<file path="config.mk">
export PLATFORM = sky130hd
export DESIGN_NAME = lsu_top
export DESIGN_NICKNAME = d
export VERILOG_FILES = /design/src/rtl/lsu_pkg.sv /design/src/rtl/ldq.sv /design/src/rtl/ldq_pick.sv /design/src/rtl/load_pipe.sv /design/src/rtl/lsu_top.sv
export SDC_FILE = /design/constraint.sdc
export NUM_CORES = 1
export LEC_CHECK = 0
export ABC_AREA = 1
export BUFFER_PORTS_ARGS = -buffer_cell sky130_fd_sc_hd__buf_4
export CAP_MARGIN = 40
export CORE_MARGIN = 10
export CORE_UTILIZATION = 50
export DETAILED_ROUTE_END_ITERATION = 7
export GPL_TIMING_DRIVEN = 0
export PLACE_DENSITY = 0.66
export SYNTH_ARGS = -nofsm -noshare
export SYNTH_HDL_FRONTEND = slang
export SYNTH_SLANG_ARGS = --single-unit
</file>
<file path="constraint.sdc">
create_clock -name i_clk -period 4.2 [get_ports i_clk]
set_input_delay 0.42 -clock i_clk [delete_from_list [all_inputs] [get_ports i_clk]]
set_output_delay 0.42 -clock i_clk [all_outputs]
set_load 0.03 [all_outputs]
</file>
<file path="src/rtl/lsu_pkg.sv">
`default_nettype none

package lsu_pkg;

  // ==================================================
  // address layout
  // ==================================================
  localparam int VADDR_W    = 16;
  localparam int PAGE_LSB   = 12;                   // page number is [15:12]
  localparam int PAGE_W     = VADDR_W - PAGE_LSB;
  localparam int PAGE_NUM   = 1 << PAGE_W;
  localparam int LINE_OFF_W = 4;                    // byte offset in line

  localparam int ROB_ID_W = 6;

  // widest queue index the issue payload can carry
  localparam int LDQ_IDX_MAX_W = 4;

  typedef logic [VADDR_W-1:0]  vaddr_t;
  typedef logic [ROB_ID_W-1:0] rob_id_t;

  typedef enum logic [2:0] {
    FREE       = 3'd0,
    WAIT_ISSUE = 3'd1,  // new or woken for replay
    RUN        = 3'd2,  // in the pipe
    TLB_HAZ    = 3'd3,
    MISS_HAZ   = 3'd4,
    DONE       = 3'd5
  } ldq_state_t;

  typedef struct packed {
    rob_id_t                  rob_id;
    vaddr_t                   vaddr;
    logic [LDQ_IDX_MAX_W-1:0] index;
  } load_req_t;

  typedef struct packed {
    rob_id_t rob_id;
    vaddr_t  vaddr;
  } done_rpt_t;

endpackage

`default_nettype wire

</file>
<file path="src/rtl/ldq.sv">
`timescale 1ns/1ns
`default_nettype none

module ldq #(
  parameter int LDQ_SIZE  = 8,
  parameter int TAG_LINES = 4
) (
  input  logic                           i_clk,
  input  logic                           i_reset_n,

  input  logic                           i_disp_valid,
  input  lsu_pkg::rob_id_t               i_disp_rob_id,
  input  lsu_pkg::vaddr_t                i_disp_vaddr,
  output logic                           o_disp_credit,

  output logic                           o_iss_valid,
  output lsu_pkg::rob_id_t               o_iss_rob_id,
  output lsu_pkg::vaddr_t                o_iss_vaddr,
  output logic [$clog2(LDQ_SIZE)-1:0]    o_iss_index,

  input  logic                           i_ex1_valid,
  input  logic [$clog2(LDQ_SIZE)-1:0]    i_ex1_index,
  input  logic                           i_ex1_tlb_haz,
  input  logic                           i_ex2_valid,
  input  logic [$clog2(LDQ_SIZE)-1:0]    i_ex2_index,
  input  logic                           i_ex2_miss,

  input  logic [lsu_pkg::PAGE_NUM-1:0]   i_tlb_page_valid,
  input  logic                           i_refill_valid,
  input  lsu_pkg::vaddr_t                i_refill_vaddr,

  output logic                           o_done_valid,
  output lsu_pkg::rob_id_t               o_done_rob_id,
  output lsu_pkg::vaddr_t                o_done_vaddr
);

  localparam int IDX_W  = $clog2(LDQ_SIZE);
  localparam int LINE_W = $clog2(TAG_LINES);

  lsu_pkg::ldq_state_t r_state  [LDQ_SIZE];
  lsu_pkg::rob_id_t    r_rob_id [LDQ_SIZE];
  lsu_pkg::vaddr_t     r_vaddr  [LDQ_SIZE];

  logic [LDQ_SIZE-1:0] w_free;
  logic [LDQ_SIZE-1:0] w_wait;
  logic [LDQ_SIZE-1:0] w_done;
  logic [LDQ_SIZE-1:0] w_page_ok;
  logic [LDQ_SIZE-1:0] w_line_hit;
  logic [LDQ_SIZE-1:0] w_alloc_oh;
  logic [LDQ_SIZE-1:0] w_iss_oh;
  logic [LDQ_SIZE-1:0] w_done_oh;

  logic                w_free_any;
  logic                w_alloc;
  logic [IDX_W-1:0]    w_alloc_idx;
  logic [IDX_W-1:0]    w_idx_tbl [LDQ_SIZE];
  logic [LINE_W-1:0]   w_refill_line;

  lsu_pkg::load_req_t  w_iss_tbl [LDQ_SIZE];
  lsu_pkg::load_req_t  w_iss_req;
  lsu_pkg::done_rpt_t  w_done_tbl [LDQ_SIZE];
  lsu_pkg::done_rpt_t  w_done_rpt;

  assign w_refill_line = i_refill_vaddr[lsu_pkg::LINE_OFF_W +: LINE_W];

  // per-entry status vectors and pick payloads
  always_comb begin
    for (int i = 0; i < LDQ_SIZE; i++) begin
      w_free[i]            = r_state[i] == lsu_pkg::FREE;
      w_wait[i]            = r_state[i] == lsu_pkg::WAIT_ISSUE;
      w_done[i]            = r_state[i] == lsu_pkg::DONE;
      w_page_ok[i]         = i_tlb_page_valid[r_vaddr[i][lsu_pkg::PAGE_LSB +: lsu_pkg::PAGE_W]];
      w_line_hit[i]        = i_refill_valid &&
                             r_vaddr[i][lsu_pkg::LINE_OFF_W +: LINE_W] == w_refill_line;
      w_idx_tbl[i]         = IDX_W'(i);
      w_iss_tbl[i].rob_id  = r_rob_id[i];
      w_iss_tbl[i].vaddr   = r_vaddr[i];
      w_iss_tbl[i].index   = (lsu_pkg::LDQ_IDX_MAX_W)'(i);
      w_done_tbl[i].rob_id = r_rob_id[i];
      w_done_tbl[i].vaddr  = r_vaddr[i];
    end
  end

  // ==================================================
  // allocation, issue and done picks
  // ==================================================
  ldq_pick #(.WIDTH(LDQ_SIZE), .T(logic [IDX_W-1:0])) u_alloc_pick (
    .i_req   (w_free),
    .i_data  (w_idx_tbl),
    .o_valid (w_free_any),
    .o_oh    (w_alloc_oh),
    .o_data  (w_alloc_idx)
  );

  ldq_pick #(.WIDTH(LDQ_SIZE), .T(lsu_pkg::load_req_t)) u_iss_pick (
    .i_req   (w_wait),
    .i_data  (w_iss_tbl),
    .o_valid (o_iss_valid),
    .o_oh    (w_iss_oh),
    .o_data  (w_iss_req)
  );

  ldq_pick #(.WIDTH(LDQ_SIZE), .T(lsu_pkg::done_rpt_t)) u_done_pick (
    .i_req   (w_done),
    .i_data  (w_done_tbl),
    .o_valid (o_done_valid),
    .o_oh    (w_done_oh),
    .o_data  (w_done_rpt)
  );

  assign w_alloc = i_disp_valid & w_free_any; // credits keep a free entry around

  assign o_iss_rob_id  = w_iss_req.rob_id;
  assign o_iss_vaddr   = w_iss_req.vaddr;
  assign o_iss_index   = w_iss_req.index[IDX_W-1:0];
  assign o_done_rob_id = w_done_rpt.rob_id;
  assign o_done_vaddr  = w_done_rpt.vaddr;
  assign o_disp_credit = o_done_valid;       // entry frees on the report edge

  always_ff @(posedge i_clk) begin
    if (w_alloc) begin
      r_rob_id[w_alloc_idx] <= i_disp_rob_id;
      r_vaddr[w_alloc_idx]  <= i_disp_vaddr;
    end
  end

  // ==================================================
  // entry state machine
  // ==================================================
  always_ff @(posedge i_clk or negedge i_reset_n) begin
    if (!i_reset_n) begin
      for (int i = 0; i < LDQ_SIZE; i++) begin
        r_state[i] <= lsu_pkg::FREE;
      end
    end else begin
      for (int i = 0; i < LDQ_SIZE; i++) begin
        case (r_state[i])
          lsu_pkg::FREE: begin
            if (w_alloc && w_alloc_oh[i]) begin
              r_state[i] <= lsu_pkg::WAIT_ISSUE;
            end
          end
          lsu_pkg::WAIT_ISSUE: begin
            if (w_iss_oh[i]) begin
              r_state[i] <= lsu_pkg::RUN;  // pipe never stalls
            end
          end
          lsu_pkg::RUN: begin
            if (i_ex1_valid && i_ex1_index == IDX_W'(i) && i_ex1_tlb_haz) begin
              r_state[i] <= lsu_pkg::TLB_HAZ;
            end else if (i_ex2_valid && i_ex2_index == IDX_W'(i)) begin
              r_state[i] <= i_ex2_miss ? lsu_pkg::MISS_HAZ : lsu_pkg::DONE;
            end
          end
          lsu_pkg::TLB_HAZ: begin
            if (w_page_ok[i]) begin
              r_state[i] <= lsu_pkg::WAIT_ISSUE;
            end
          end
          lsu_pkg::MISS_HAZ: begin
            // any refill of the line wakes it, tag checked on replay
            if (w_line_hit[i]) begin
              r_state[i] <= lsu_pkg::WAIT_ISSUE;
            end
          end
          lsu_pkg::DONE: begin
            if (w_done_oh[i]) begin
              r_state[i] <= lsu_pkg::FREE;
            end
          end
          default: r_state[i] <= lsu_pkg::FREE;
        endcase
      end
    end
  end

endmodule

`default_nettype wire

</file>
<file path="src/rtl/ldq_pick.sv">
`timescale 1ns/1ns
`default_nettype none

module ldq_pick #(
  parameter int  WIDTH = 8,
  parameter type T     = logic
) (
  input  logic [WIDTH-1:0] i_req,
  input  T                 i_data [WIDTH],
  output logic             o_valid,
  output logic [WIDTH-1:0] o_oh,
  output T                 o_data
);

  assign o_valid = |i_req;
  assign o_oh    = i_req & (~i_req + WIDTH'(1)); // lowest set bit

  // one-hot, so OR of the selected words is the payload
  always_comb begin
    o_data = T'(0);
    for (int i = 0; i < WIDTH; i++) begin
      if (o_oh[i]) begin
        o_data = T'(o_data | i_data[i]);
      end
    end
  end

endmodule

`default_nettype wire

</file>
<file path="src/rtl/load_pipe.sv">
`timescale 1ns/1ns
`default_nettype none

module load_pipe #(
  parameter int LDQ_SIZE  = 8,
  parameter int TAG_LINES = 4
) (
  input  logic                          i_clk,
  input  logic                          i_reset_n,

  input  logic                          i_iss_valid,
  input  lsu_pkg::vaddr_t               i_iss_vaddr,
  input  logic [$clog2(LDQ_SIZE)-1:0]   i_iss_index,

  input  logic [lsu_pkg::PAGE_NUM-1:0]  i_tlb_page_valid,
  input  logic                          i_refill_valid,
  input  lsu_pkg::vaddr_t               i_refill_vaddr,

  output logic                          o_ex1_valid,
  output logic [$clog2(LDQ_SIZE)-1:0]   o_ex1_index,
  output logic                          o_ex1_tlb_haz,
  output logic                          o_ex2_valid,
  output logic [$clog2(LDQ_SIZE)-1:0]   o_ex2_index,
  output logic                          o_ex2_miss
);

  localparam int IDX_W  = $clog2(LDQ_SIZE);
  localparam int LINE_W = $clog2(TAG_LINES);
  localparam int TAG_LSB = lsu_pkg::LINE_OFF_W + LINE_W;
  localparam int TAG_W  = lsu_pkg::VADDR_W - TAG_LSB;

  logic                 r_ex1_valid;
  lsu_pkg::vaddr_t      r_ex1_vaddr;
  logic [IDX_W-1:0]     r_ex1_index;
  logic                 r_ex2_valid;
  lsu_pkg::vaddr_t      r_ex2_vaddr;
  logic [IDX_W-1:0]     r_ex2_index;

  logic [TAG_LINES-1:0] r_tag_valid;
  logic [TAG_W-1:0]     r_tag [TAG_LINES];

  logic                 w_ex1_haz;
  logic [LINE_W-1:0]    w_ex2_line;
  logic [TAG_W-1:0]     w_ex2_tag;
  logic [LINE_W-1:0]    w_refill_line;
  logic [TAG_W-1:0]     w_refill_tag;
  logic                 w_refill_byp;
  logic                 w_ex2_hit;

  // ==================================================
  // EX1 page check
  // ==================================================
  always_ff @(posedge i_clk or negedge i_reset_n) begin
    if (!i_reset_n) begin
      r_ex1_valid <= 1'b0;
      r_ex2_valid <= 1'b0;
    end else begin
      r_ex1_valid <= i_iss_valid;
      r_ex2_valid <= r_ex1_valid & ~w_ex1_haz; // hazards stop here
    end
  end

  always_ff @(posedge i_clk) begin
    r_ex1_vaddr <= i_iss_vaddr;
    r_ex1_index <= i_iss_index;
    r_ex2_vaddr <= r_ex1_vaddr;
    r_ex2_index <= r_ex1_index;
  end

  assign w_ex1_haz = ~i_tlb_page_valid[r_ex1_vaddr[lsu_pkg::PAGE_LSB +: lsu_pkg::PAGE_W]];

  assign o_ex1_valid   = r_ex1_valid;
  assign o_ex1_index   = r_ex1_index;
  assign o_ex1_tlb_haz = w_ex1_haz;

  // ==================================================
  // EX2 tag lookup
  // ==================================================
  assign w_ex2_line    = r_ex2_vaddr[lsu_pkg::LINE_OFF_W +: LINE_W];
  assign w_ex2_tag     = r_ex2_vaddr[TAG_LSB +: TAG_W];
  assign w_refill_line = i_refill_vaddr[lsu_pkg::LINE_OFF_W +: LINE_W];
  assign w_refill_tag  = i_refill_vaddr[TAG_LSB +: TAG_W];

  // refill to the same line this cycle wins over the array
  assign w_refill_byp = i_refill_valid && w_refill_line == w_ex2_line;
  assign w_ex2_hit    = w_refill_byp ? (w_refill_tag == w_ex2_tag) :
                        (r_tag_valid[w_ex2_line] && r_tag[w_ex2_line] == w_ex2_tag);

  assign o_ex2_valid = r_ex2_valid;
  assign o_ex2_index = r_ex2_index;
  assign o_ex2_miss  = ~w_ex2_hit;

  always_ff @(posedge i_clk or negedge i_reset_n) begin
    if (!i_reset_n) begin
      r_tag_valid <= '0;
    end else if (i_refill_valid) begin
      r_tag_valid[w_refill_line] <= 1'b1;
    end
  end

  always_ff @(posedge i_clk) begin
    if (i_refill_valid) begin
      r_tag[w_refill_line] <= w_refill_tag;
    end
  end

endmodule

`default_nettype wire

</file>
<file path="src/rtl/lsu_top.sv">
`timescale 1ns/1ns
`default_nettype none

module lsu_top #(
  parameter int LDQ_SIZE  = 8,
  parameter int TAG_LINES = 4
) (
  input  logic                          i_clk,
  input  logic                          i_reset_n,

  input  logic                          i_disp_valid,
  input  lsu_pkg::rob_id_t              i_disp_rob_id,
  input  lsu_pkg::vaddr_t               i_disp_vaddr,
  output logic                          o_disp_credit,

  input  logic [lsu_pkg::PAGE_NUM-1:0]  i_tlb_page_valid,
  input  logic                          i_refill_valid,
  input  lsu_pkg::vaddr_t               i_refill_vaddr,

  output logic                          o_done_valid,
  output lsu_pkg::rob_id_t              o_done_rob_id,
  output lsu_pkg::vaddr_t               o_done_vaddr
);

  localparam int IDX_W = $clog2(LDQ_SIZE);

  // queue to pipe
  logic             w_iss_valid;
  lsu_pkg::vaddr_t  w_iss_vaddr;
  logic [IDX_W-1:0] w_iss_index;

  // pipe results back to the queue
  logic             w_ex1_valid;
  logic [IDX_W-1:0] w_ex1_index;
  logic             w_ex1_tlb_haz;
  logic             w_ex2_valid;
  logic [IDX_W-1:0] w_ex2_index;
  logic             w_ex2_miss;

  ldq #(.LDQ_SIZE(LDQ_SIZE), .TAG_LINES(TAG_LINES)) u_ldq (
    .i_clk            (i_clk),
    .i_reset_n        (i_reset_n),
    .i_disp_valid     (i_disp_valid),
    .i_disp_rob_id    (i_disp_rob_id),
    .i_disp_vaddr     (i_disp_vaddr),
    .o_disp_credit    (o_disp_credit),
    .o_iss_valid      (w_iss_valid),
    .o_iss_rob_id     (),
    .o_iss_vaddr      (w_iss_vaddr),
    .o_iss_index      (w_iss_index),
    .i_ex1_valid      (w_ex1_valid),
    .i_ex1_index      (w_ex1_index),
    .i_ex1_tlb_haz    (w_ex1_tlb_haz),
    .i_ex2_valid      (w_ex2_valid),
    .i_ex2_index      (w_ex2_index),
    .i_ex2_miss       (w_ex2_miss),
    .i_tlb_page_valid (i_tlb_page_valid),
    .i_refill_valid   (i_refill_valid),
    .i_refill_vaddr   (i_refill_vaddr),
    .o_done_valid     (o_done_valid),
    .o_done_rob_id    (o_done_rob_id),
    .o_done_vaddr     (o_done_vaddr)
  );

  // rob id rides along in the queue only, pipe tracks the index
  load_pipe #(.LDQ_SIZE(LDQ_SIZE), .TAG_LINES(TAG_LINES)) u_load_pipe (
    .i_clk            (i_clk),
    .i_reset_n        (i_reset_n),
    .i_iss_valid      (w_iss_valid),
    .i_iss_vaddr      (w_iss_vaddr),
    .i_iss_index      (w_iss_index),
    .i_tlb_page_valid (i_tlb_page_valid),
    .i_refill_valid   (i_refill_valid),
    .i_refill_vaddr   (i_refill_vaddr),
    .o_ex1_valid      (w_ex1_valid),
    .o_ex1_index      (w_ex1_index),
    .o_ex1_tlb_haz    (w_ex1_tlb_haz),
    .o_ex2_valid      (w_ex2_valid),
    .o_ex2_index      (w_ex2_index),
    .o_ex2_miss       (w_ex2_miss)
  );

endmodule

`default_nettype wire

</file>
# Word level (Yosys, flattened, before mapping)
# Memories as Yosys holds them, arrays and structs flattened. A register that Yosys moved wholly into a read port is not among the register bits.
# Index checks and enable logic that the tools add are counted.
[classes]
n_eq_ne = 113
order_cmp = 12
n_reduce_logical = 64
muxes = 115
n_addsub = 3
bitwise = 24
[ops]
columns = ["operator", "n"]
rows = [
  ["3-bit two-way mux", 60],
  ["22-bit two-way mux", 8],
  ["20-bit two-way mux", 8],
  ["22-bit bitwise OR", 7],
  ["3-bit one-hot mux with 6 select lines", 8],
  ["20-bit bitwise OR", 7],
  ["2-bit by 1-bit != test with 1-bit output (second input constant)", 40],
  ["3-bit == test (second input constant)", 24],
  ["3-bit by 2-bit == test with 1-bit output (second input constant)", 20],
  ["6-bit AND reduction", 8],
  ["4-bit by 5-bit less-than comparator with 1-bit output (second input constant)", 9],
  ["1-bit logical AND", 43],
  ["1-bit binary-select mux with 4-bit select", 9],
  ["3-bit by 1-bit == test with 1-bit output (second input constant)", 10],
  ["3-bit logical NOT", 10],
  ["8-bit by 1-bit adder with 8-bit output (second input constant)", 3],
  ["8-bit AND", 3],
  ["3-bit by 1-bit != test with 1-bit output (second input constant)", 8],
  ["8-bit NOT", 3],
  ["8-bit OR reduction", 3],
  ["10-bit == test", 2],
  ["2-bit == test", 9],
  ["1-bit two-way mux", 18],
  ["2-bit by 3-bit less-than comparator with 1-bit output (second input constant)", 2],
  ["7 further kinds", 9],
]
[totals]
n_memories = 3
input_bits = 58
register_bits = 68
ramBits = 216
output_inout_bits = 24
[memory_table]
columns = ["memory", "depth", "word_bits", "read_ports", "rd_clocked_by_memory_dff", "wr", "line", "rtl"]
rows = [
  ["u_ldq.r_vaddr", 8, 16, 8, 0, 1, "ldq.sv:42", "lsu_pkg::vaddr_t r_vaddr [LDQ_SIZE];"],
  ["u_ldq.r_rob_id", 8, 6, 8, 0, 1, "ldq.sv:41", "lsu_pkg::rob_id_t r_rob_id [LDQ_SIZE];"],
  ["u_load_pipe.r_tag", 4, 10, 1, 1, 1, "load_pipe.sv:40", "logic [TAG_W-1:0] r_tag [TAG_LINES];"],
]

# Logic depth before layout (Yosys ltp)
# Gate-level depths: netlist (run 1).
[logic_depth]
ltp_word = 19
mapped_depth = 16

# Cells and area by module
# A second synthesis (run 1) with hierarchy kept.
[unflattened]
hier_cells = 2103
hier_area_um2 = 16071.7
[modules_own_cells]
columns = ["module", "instances", "cells_per_inst", "area_each_um2", "seq_area_each_um2"]
rows = [
  ["ldq", 1, 889, 9071.2, 5885.6],
  ["load_pipe", 1, 282, 2899.0, 1951.9],
  ["ldq_pick (u_ldq.u_iss_pick)", 1, 460, 2025.7, 0.0],
  ["ldq_pick (u_ldq.u_done_pick)", 1, 395, 1729.2, 0.0],
  ["ldq_pick (u_ldq.u_alloc_pick)", 1, 77, 346.6, 0.0],
]

# Worst setup path after synthesis (run 1)
# OpenSTA, ideal clock, no wires.
[synth_path]
path_type = "reg-to-reg"
startpoint = "register u_ldq.r_state[17] (netlist bit)"
endpoint = "memory u_ldq.r_rob_id[7][0] (netlist bit), enable pin"
n_path_buf = 0
stages_incl_launch_ff = 7
arrival_time_ps = 3042
slack_ps = 702
path_cell_list = "dfrtp_1 > inv_2 > nand2_1 > nand2_2 > nor2_1 > nand2_1 > nor4_1"
[synth_via]
elab_chain_cells = 10
word_cells_on_any_way = 14
[synth_lines]
columns = ["item", "line", "rtl"]
rows = [
  ["start: declaration", "ldq.sv:40", "lsu_pkg::ldq_state_t r_state [LDQ_SIZE];"],
  ["start signal: indexed assignment", "ldq.sv:133", "r_state[i] <= lsu_pkg::FREE;"],
  ["start signal: indexed assignment", "ldq.sv:140", "r_state[i] <= lsu_pkg::WAIT_ISSUE;"],
  ["start signal: indexed assignment", "ldq.sv:145", "r_state[i] <= lsu_pkg::RUN;"],
  ["3-bit logical NOT *", "ldq.sv:69", "w_free[i] = r_state[i] == lsu_pkg::FREE;"],
  ["8-bit NOT", "ldq_pick.sv:16", "assign o_oh = i_req & (~i_req + WIDTH'(1));"],
  ["8-bit by 1-bit adder with 8-bit output", "ldq_pick.sv:16", ""],
  ["8-bit AND", "ldq_pick.sv:16", ""],
  ["2-bit two-way mux (2 in series)", "ldq_pick.sv:22", "if (o_oh[i]) begin"],
  ["3-bit two-way mux (4 in series)", "ldq_pick.sv:22", ""],
  ["end: declaration", "ldq.sv:41", ""],
]
# Mark *: on every way between the ends. The rest lies on a longest branch, timed or not.

# Worst setup path in the final report (run 1)
[layout_path]
startpoint = "register u_ldq.r_state[21] (netlist bit)"
endpoint = "output port o_done_vaddr[8]"
[layout_via]
elab_chain_cells = 19
[layout_lines]
columns = ["item", "line", "rtl"]
rows = [
  ["3-bit == test *", "ldq.sv:71", "w_done[i] = r_state[i] == lsu_pkg::DONE;"],
  ["8-bit NOT", "ldq_pick.sv:16", ""],
  ["8-bit by 1-bit adder with 8-bit output", "ldq_pick.sv:16", ""],
  ["8-bit AND *", "ldq_pick.sv:16", ""],
  ["22-bit two-way mux", "ldq_pick.sv:22", ""],
  ["22-bit bitwise OR", "ldq_pick.sv:23", "o_data = T'(o_data | i_data[i]);"],
  ["22-bit two-way mux", "ldq_pick.sv:22", ""],
  ["22-bit bitwise OR", "ldq_pick.sv:23", ""],
  ["[3 not listed]", "n/a", ""],
  ["22-bit bitwise OR", "ldq_pick.sv:23", ""],
  ["22-bit two-way mux", "ldq_pick.sv:22", ""],
  ["22-bit bitwise OR", "ldq_pick.sv:23", ""],
  ["22-bit two-way mux", "ldq_pick.sv:22", ""],
  ["22-bit bitwise OR", "ldq_pick.sv:23", ""],
  ["22-bit two-way mux", "ldq_pick.sv:22", ""],
  ["22-bit bitwise OR", "ldq_pick.sv:23", ""],
  ["22-bit two-way mux *", "ldq_pick.sv:22", ""],
  ["end: declaration", "lsu_top.sv:22", "output lsu_pkg::vaddr_t o_done_vaddr"],
]
# Marked as above.

==> flow_summary.json, run 1 <==
{
  "pre_cts_ws_ns": 1.26,
  "rr_startpoint": "u_ldq.r_state[15]",
  "cts-htree-levels": 1,
  "fin_worst_skew_ns": 0.0186,
  "core.rowCount": 61,
  "crit_path_end": "o_done_vaddr[8]",
  "final_util": 0.592,
  "cts_root_buf": "clkbuf_16",
  "drv_slew": 0,
  "synthesis.nets": 1645,
  "synth_top_area_cell": "edfxtp_1",
  "hp-class": "in2reg",
  "die_area_um2": 35000,
  "worst_pin_slew_ns": 0.874,
  "die_y_um": 187,
  "gp_congestion": 0.991,
  "power_frac_seq": 0.345,
  "power_frac_clock": 0.259,
  "drc": 0,
  "critPathCaptureType": "output port",
  "coreArea_um2": 27600,
  "yosysSeqAreaShare": 0.562,
  "synth-simple-area-share": 0.253,
  "worst_path_most_repeated_cell": "nand2_1",
  "vias": 11814,
  "setup.worst_path.start_class": "flip-flop",
  "intPower_mw": 6.84,
  "reg2regPathDepth": 10,
  "numCtsBuffers": 30,
  "startpoint": "u_ldq.r_state[21]",
  "crit_required_ns": 3.78,
  "critical_path.max_stage_delay_ns": 0.70,
  "synthXorXnorAreaFrac": 0.00628,
  "p_sw_frac": 0.400,
  "io_buffers": 69,
  "vias_per_cell": 5.60,
  "ios": 82,
  "critPathBufInv": 2,
  "synth.area.mux_share": 0,
  "synth_area_um2": 13900,
  "crit_arrival_ns": 3.18,
  "antenna_found_initial": 2,
  "ctsResizeCount": 0,
  "grt_util_met3": 0.0397,
  "ant_nets": 0,
  "hold_viol": 0,
  "syn_to_final_growth_pct": 17.2,
  "grt_pass1_vias": 11372,
  "met2_usage": 0.402,
  "critPathTopFamily": "simple AND/OR/NAND/NOR gates",
  "wl_per_cell_um": 20.0,
  "dr.pass1.iters": 5,
  "syn_area_per_cell_um2": 8.79,
  "finalCritPeriodShare": 0.858,
  "status": "finished clean",
  "irDropWorstVdd_v": 0.000397,
  "synth_ff_type": "edfxtp_1",
  "num_antenna_cells": 0,
  "insertion_delay_ns": 0.58,
  "stdcell_area_um2": 16300,
  "r2r_end": "u_ldq.r_vaddr[0][13]",
  "place_area_um2": 15200,
  "setup_slack_ns": 0.598,
  "yosysWarnings": 0,
  "synthTopCellsByArea": "edfxtp_1 (47%), nand2_1 (12%), nand3_1 (6.0%), dfrtp_1 (5.4%), inv_1 (4.8%)",
  "yosysTopAreaCellShare": 0.465,
  "synth-seq-cells": 276,
  "hpwl_um": 30400,
  "drive_above_1_share": 0.140,
  "worst-path-stages": 9,
  "initial_core_util": 0.505,
  "cts.path.max_buffers": 3,
  "rsz0062_at_grt": "no",
  "p_switching_mw": 4.56,
  "fin_crit_ns": 3.60,
  "synthArstFlopShare": 0.109,
  "setup_viol": 0,
  "relSlewSlack": 0.418,
  "leakagePower_nw": 6.93,
  "synth_compound_area_frac": 0.103,
  "drtIter0Drc": 997,
  "path_clk_slew_ns": 0.06,
  "grt_max_degree": 31,
  "p_comb_frac": 0.396,
  "synth_top_family_by_area": "simple AND/OR/NAND/NOR gates",
  "cp_cell_sequence": "nand3_4 > nand2_2 > nor2_2 > nand2_1 > nor2_1 > clkbuf_1 > nand2_1 > nand4_1 > buf_4",
  "regToRegSetupSlack_ns": 1.43,
  "slowest_stage": "clkbuf_1",
  "synth_edf_count": 216,
  "cap_violations": 0,
  "cts_tree": "yes",
  "grt-ovfl-total": 0,
  "yosysUniqueCellTypes": 44,
  "syn-instance-count": 1587,
  "power_density_nw_per_um2": 698,
  "wl_um": 42200,
  "fmax_ghz": 0.278,
  "top_usage_layer": "met2",
  "synth_fa_ha_area_frac": 0,
  "grt_usage": 0.237,
  "cp_max_fo": 10,
  "cts_sinks": 276,
  "setup_tns_ns": 0,
  "worstSetupPathType": "reg2out",
  "die_x_um": 187,
  "nNetsFinal": 1764,
  "grt_pass1_wl_um": 64900,
  "grtUsageMet1": 0.295
}
registers in the layout (all words and copies together), names as in the netlist:
| name | flops |
|---|---|
| u_load_pipe.r_ex2_vaddr | 12 |
| u_load_pipe.o_ex2_valid | 1 |
| u_load_pipe.o_ex1_index | 3 |
| u_load_pipe.r_tag | 40 |
| u_load_pipe.o_ex1_valid | 1 |
| u_ldq.r_state | 24 |
| u_load_pipe.o_ex2_index | 3 |
| u_load_pipe.r_tag_valid | 4 |
| u_ldq.r_rob_id | 48 |
| u_ldq.r_vaddr | 128 |
| u_load_pipe.r_ex1_vaddr | 12 |
logic make-up after synthesis:
kind of cell | after synthesis
simple gates | 801
flops | 276
buf+inv | 261
compound gates | 239
xor+xnor | 10
cells in the final DEF (no fill, tap or decap), types with 4 or more instances in the layout:
| cell type | instances |
|---|---|
| a211oi_1 | 5 |
| a21oi_1 | 76 |
| a31oi_1 | 6 |
| buf_16 | 4 |
| buf_2 | 33 |
| buf_4 | 80 |
| buf_6 | 6 |
| bufinv_16 | 7 |
| clkbuf_1 | 19 |
| clkbuf_16 | 31 |
| clkinv_1 | 7 |
| clkinv_2 | 4 |
| dfrtp_1 | 30 |
| dfxtp_1 | 30 |
| edfxtp_1 | 216 |
| inv_1 | 180 |
| inv_2 | 20 |
| nand2_1 | 432 |
| nand2_2 | 12 |
| nand3_1 | 166 |
| nand3_2 | 9 |
| nand3b_1 | 4 |
| nand4_1 | 20 |
| nor2_1 | 110 |
| nor2_2 | 9 |
| nor2_4 | 6 |
| nor3_1 | 18 |
| nor4_1 | 4 |
| o2111ai_1 | 5 |
| o211ai_1 | 38 |
| o21a_1 | 6 |
| o21ai_0 | 47 |
| o21ai_1 | 12 |
| o221ai_1 | 11 |
| o22ai_1 | 29 |
| xnor2_1 | 10 |
through the flow:
stage	hold slack, ns	std cells	power (mW)
finish	0.0642	2108	11.4
global route	0.0666	2108	12.1
CTS	0.0576	2107	11.4
detailed placement	0.312	2050	8.46
global placement	0.312	2034	8.30
floorplan	0.124	1587	6.92
worst min-delay path by stage:
| stage | startpoint | to | cells after the start | slack, ns |
|---|---|---|---|---|
| after floorplan | i_reset_n | u_ldq.r_state[0] | 0 | 0.12 |
| after global placement | u_load_pipe.r_ex1_vaddr[6] | u_load_pipe.r_ex2_vaddr[6] | 0 | 0.31 |
| after detailed placement | u_load_pipe.r_ex1_vaddr[6] | u_load_pipe.r_ex2_vaddr[6] | 0 | 0.31 |
| after CTS | i_disp_rob_id[2] | u_ldq.r_rob_id[6][2] | 1 | 0.06 |
| after global routing | i_refill_vaddr[11] | u_load_pipe.r_tag[3][5] | 1 | 0.07 |
| final | i_disp_rob_id[2] | u_ldq.r_rob_id[5][2] | 1 | 0.06 |
Yosys cell counts (6+ instances only):
cell      instances
clkbuf_1         16
dfxtp_1          30
o21a_1            6
xnor2_1          10
nor2_2            8
nand2_2          12
inv_1           180
inv_2            20
nor2_1          114
o21ai_0          47
o21ai_1          12
o211ai_1         38
o22ai_1          29
buf_2            31
o221ai_1         11
edfxtp_1        216
nand2_1         432
dfrtp_1          30
nand3_1         166
a31oi_1           6
nor3_1           19
nand4_1          20
nand3_2           9
a21oi_1          76
power groups by stage:
stage / combinational (mW) / clock, mW / sequential [mW]
5_1_grt: 5.03 / 3.09 / 3.99
3_5_place_dp: 4.48 / 0 / 3.98
3_3_place_gp: 4.31 / 0 / 3.99
6_report: 4.52 / 2.95 / 3.93
4_1_cts: 4.50 / 2.98 / 3.93
2_1_floorplan: 3.05 / 0 / 3.87
worst register-to-register path, delay by kind of cell (launching register included):
family / cells / cell delay (ns)
buffers and inverters: 1 / 0.26
and+or+nand+nor: 7 / 1.48
AOI/OAI and AO/OA: 2 / 0.31
DFF: 1 / 0.42
per-layer routing:
metal | share of wire | vias to the layer above | wire length [um]
met3 | 0.088 | 115 | 3710
li1 | - | 5632 | -
met4 | 0.037 | 4 | 1550
met5 | 0.00073 | - | 31
met1 | 0.39 | 5529 | 16600
met2 | 0.48 | 534 | 20400
cell type report:
cell class,count,area [um^2]
timing repair buffer,87,762
clock inverter,19,303
clock buffer,37,828
inverter,204,766
buffer,57,295
sequential,276,7840
multi-input combinational,1050,5080
fill,2436,11300
tap,378,473
what timing repair did:
item,in CTS,in global routing
hold buffers,1,0
buffers inserted,0,0
setup endpoints to repair,0,0
hold endpoints to repair,30,0
(Power assumes the default switching activity.)
==> inputs of run 2 (changes only) <==
BUFFER_PORTS_ARGS = -buffer_cell sky130_fd_sc_hd__clkbuf_2   (was -buffer_cell sky130_fd_sc_hd__buf_4)
==> flow_summary.json, run 2 (same netlist as run 1, synthesis figures left out) <==
{
  "power_density_nw_per_um2": 684,
  "crit_arrival_ns": 3.16,
  "critPathBufInv": 2,
  "regMostFlops": "u_ldq.r_vaddr",
  "grt_pass1_vias": 11316,
  "die_x_um": 187,
  "wl_per_cell_um": 19.8,
  "crit_required_ns": 3.78,
  "reg2regPathDepth": 9,
  "hold_path_depth": 1,
  "cts.path.max_buffers": 3,
  "num-fill-cells": 2475,
  "grt_pass1_wl_um": 63700,
  "cts_setup_buffers": 0,
  "grt-ovfl-total": 0,
  "setup_tns_ns": 0,
  "multi_input_area_um2": 5080,
  "crit_path_end": "o_done_vaddr[8]",
  "vias_per_cell": 5.56,
  "die_area_um2": 35000,
  "grt_max_degree": 23,
  "stdcell_area_um2": 16000,
  "io_buffers": 69,
  "place_area_um2": 15000,
  "die_y_um": 187,
  "initial_core_util": 0.505,
  "regArea_um2": 7840,
  "final_cell_mix": "nand2_1 (432), edfxtp_1 (216), inv_1 (180)",
  "setup_viol": 0,
  "worst_pin_slew_ns": 0.892,
  "hpwl_um": 30100,
  "final_util": 0.579,
  "irDropWorstVdd_v": 0.000405,
  "core.rowCount": 61,
  "wl_um": 41700,
  "reg_top3": "u_ldq.r_vaddr (128), u_ldq.r_rob_id (48), u_load_pipe.r_tag (40)",
  "r2r_end": "u_ldq.r_rob_id[0][1]",
  "num_antenna_cells": 0,
  "cts-htree-levels": 1,
  "ant_nets": 0,
  "gp_congestion": 0.957,
  "drive_above_1_share": 0.138,
  "worst_path_most_repeated_cell": "nand2_1",
  "antenna_found_initial": 2,
  "ios": 82,
  "relSlewSlack": 0.404,
  "cp_cell_sequence": "nand3_4 > nand2_2 > nor2_2 > nand2_1 > nor2_1 > clkbuf_1 > nand2_1 > nand4_1 > clkbuf_2",
  "ctsResizeCount": 0,
  "largest_register_ffs": 128,
  "cap_violations": 0,
  "slowest_stage": "clkbuf_1",
  "grt_usage": 0.233,
  "critPathCaptureType": "output port",
  "whs_ns": 0.118,
  "regToRegSetupSlack_ns": 1.45,
  "critPathTopFamily": "simple AND/OR/NAND/NOR gates",
  "rsz0062_at_grt": "no",
  "cts_root_buf": "clkbuf_16",
  "worst-path-stages": 9,
  "hold_viol": 0,
  "cts_tree": "yes",
  "fin_worst_skew_ns": 0.0126,
  "startpoint": "u_ldq.r_state[21]",
  "drc": 0,
  "coreArea_um2": 27600,
  "syn_to_final_growth_pct": 14.8,
  "setup.worst_path.start_class": "flip-flop",
  "status": "finished clean",
  "critical_path.max_stage_delay_ns": 0.67,
  "setup_slack_ns": 0.619,
  "final_common_cell": "nand2_1",
  "nNetsFinal": 1762,
  "pre_cts_ws_ns": 1.24,
  "fin_crit_ns": 3.58,
  "finalCritPeriodShare": 0.853,
  "drv_slew": 0,
  "cp_max_fo": 10,
  "dr.pass1.iters": 5,
  "drtIter0Drc": 1109,
  "holdCritStartpoint": "i_refill_vaddr[11]",
  "worstSetupPathType": "reg2out",
  "hp-class": "in2reg",
  "leakagePower_nw": 6.81,
  "numCtsBuffers": 29,
  "fmax_ghz": 0.279,
  "insertion_delay_ns": 0.56,
  "cts_sinks": 276,
  "rr_startpoint": "u_ldq.r_state[18]",
  "vias": 11712,
  "path_clk_slew_ns": 0.06
}
==> run 2: repair_timing <==
item | in CTS | in global routing
endpoints found under the hold margin | 13 | 0
hold buffers | 1 | 0
setup endpoints to repair | 0 | 0
==> run 2: final cells by class <==
class / instances / share of cell area
Timing Repair Buffer: 86 / 0.0367
Tap cell: 378 / 0.0296
Buffer: 57 / 0.0185
Clock buffer: 40 / 0.0511
Clock inverter: 14 / 0.00883
Multi-Input combinational cell: 1050 / 0.318
Sequential cell: 276 / 0.490
Inverter: 204 / 0.0478
==> run 2: worst min path at each step <==
stage,endpoint,slack (ns)
floorplan,u_ldq.r_state[0],0.12
global placement,u_load_pipe.r_ex2_vaddr[4],0.31
detailed placement,u_load_pipe.r_ex2_vaddr[7],0.31
CTS,u_load_pipe.r_tag[0][5],0.11
global route,u_load_pipe.r_tag[2][5],0.11
finish,u_load_pipe.r_tag[0][5],0.12
==> run 2: metrics by stage <==
stage / total power, mW / cells
after detailed placement: 8.38 / 2050
after global placement: 8.21 / 2034
after floorplan: 6.92 / 1587
final: 10.9 / 2105
after global routing: 11.6 / 2105
after CTS: 10.9 / 2105
==> run 2: where the power goes <==
part	switching [mW]	internal [mW]	leakage [nW]	total (mW)
clock network	1.08	1.49	0.472	2.58
logic	3.10	1.33	3.76	4.43
registers	0.356	3.58	2.58	3.94
total	4.54	6.40	6.81	10.9
==> run 2: metal layers <==
metal / part of all wire / GRT usage / vias up
met1: 0.39 / 0.285 / 5454
li1: - / - / 5633
met4: 0.038 / 0.0980 / 4
met2: 0.49 / 0.402 / 522
met3: 0.083 / 0.0358 / 99
met5: 0.00072 / 0 / -
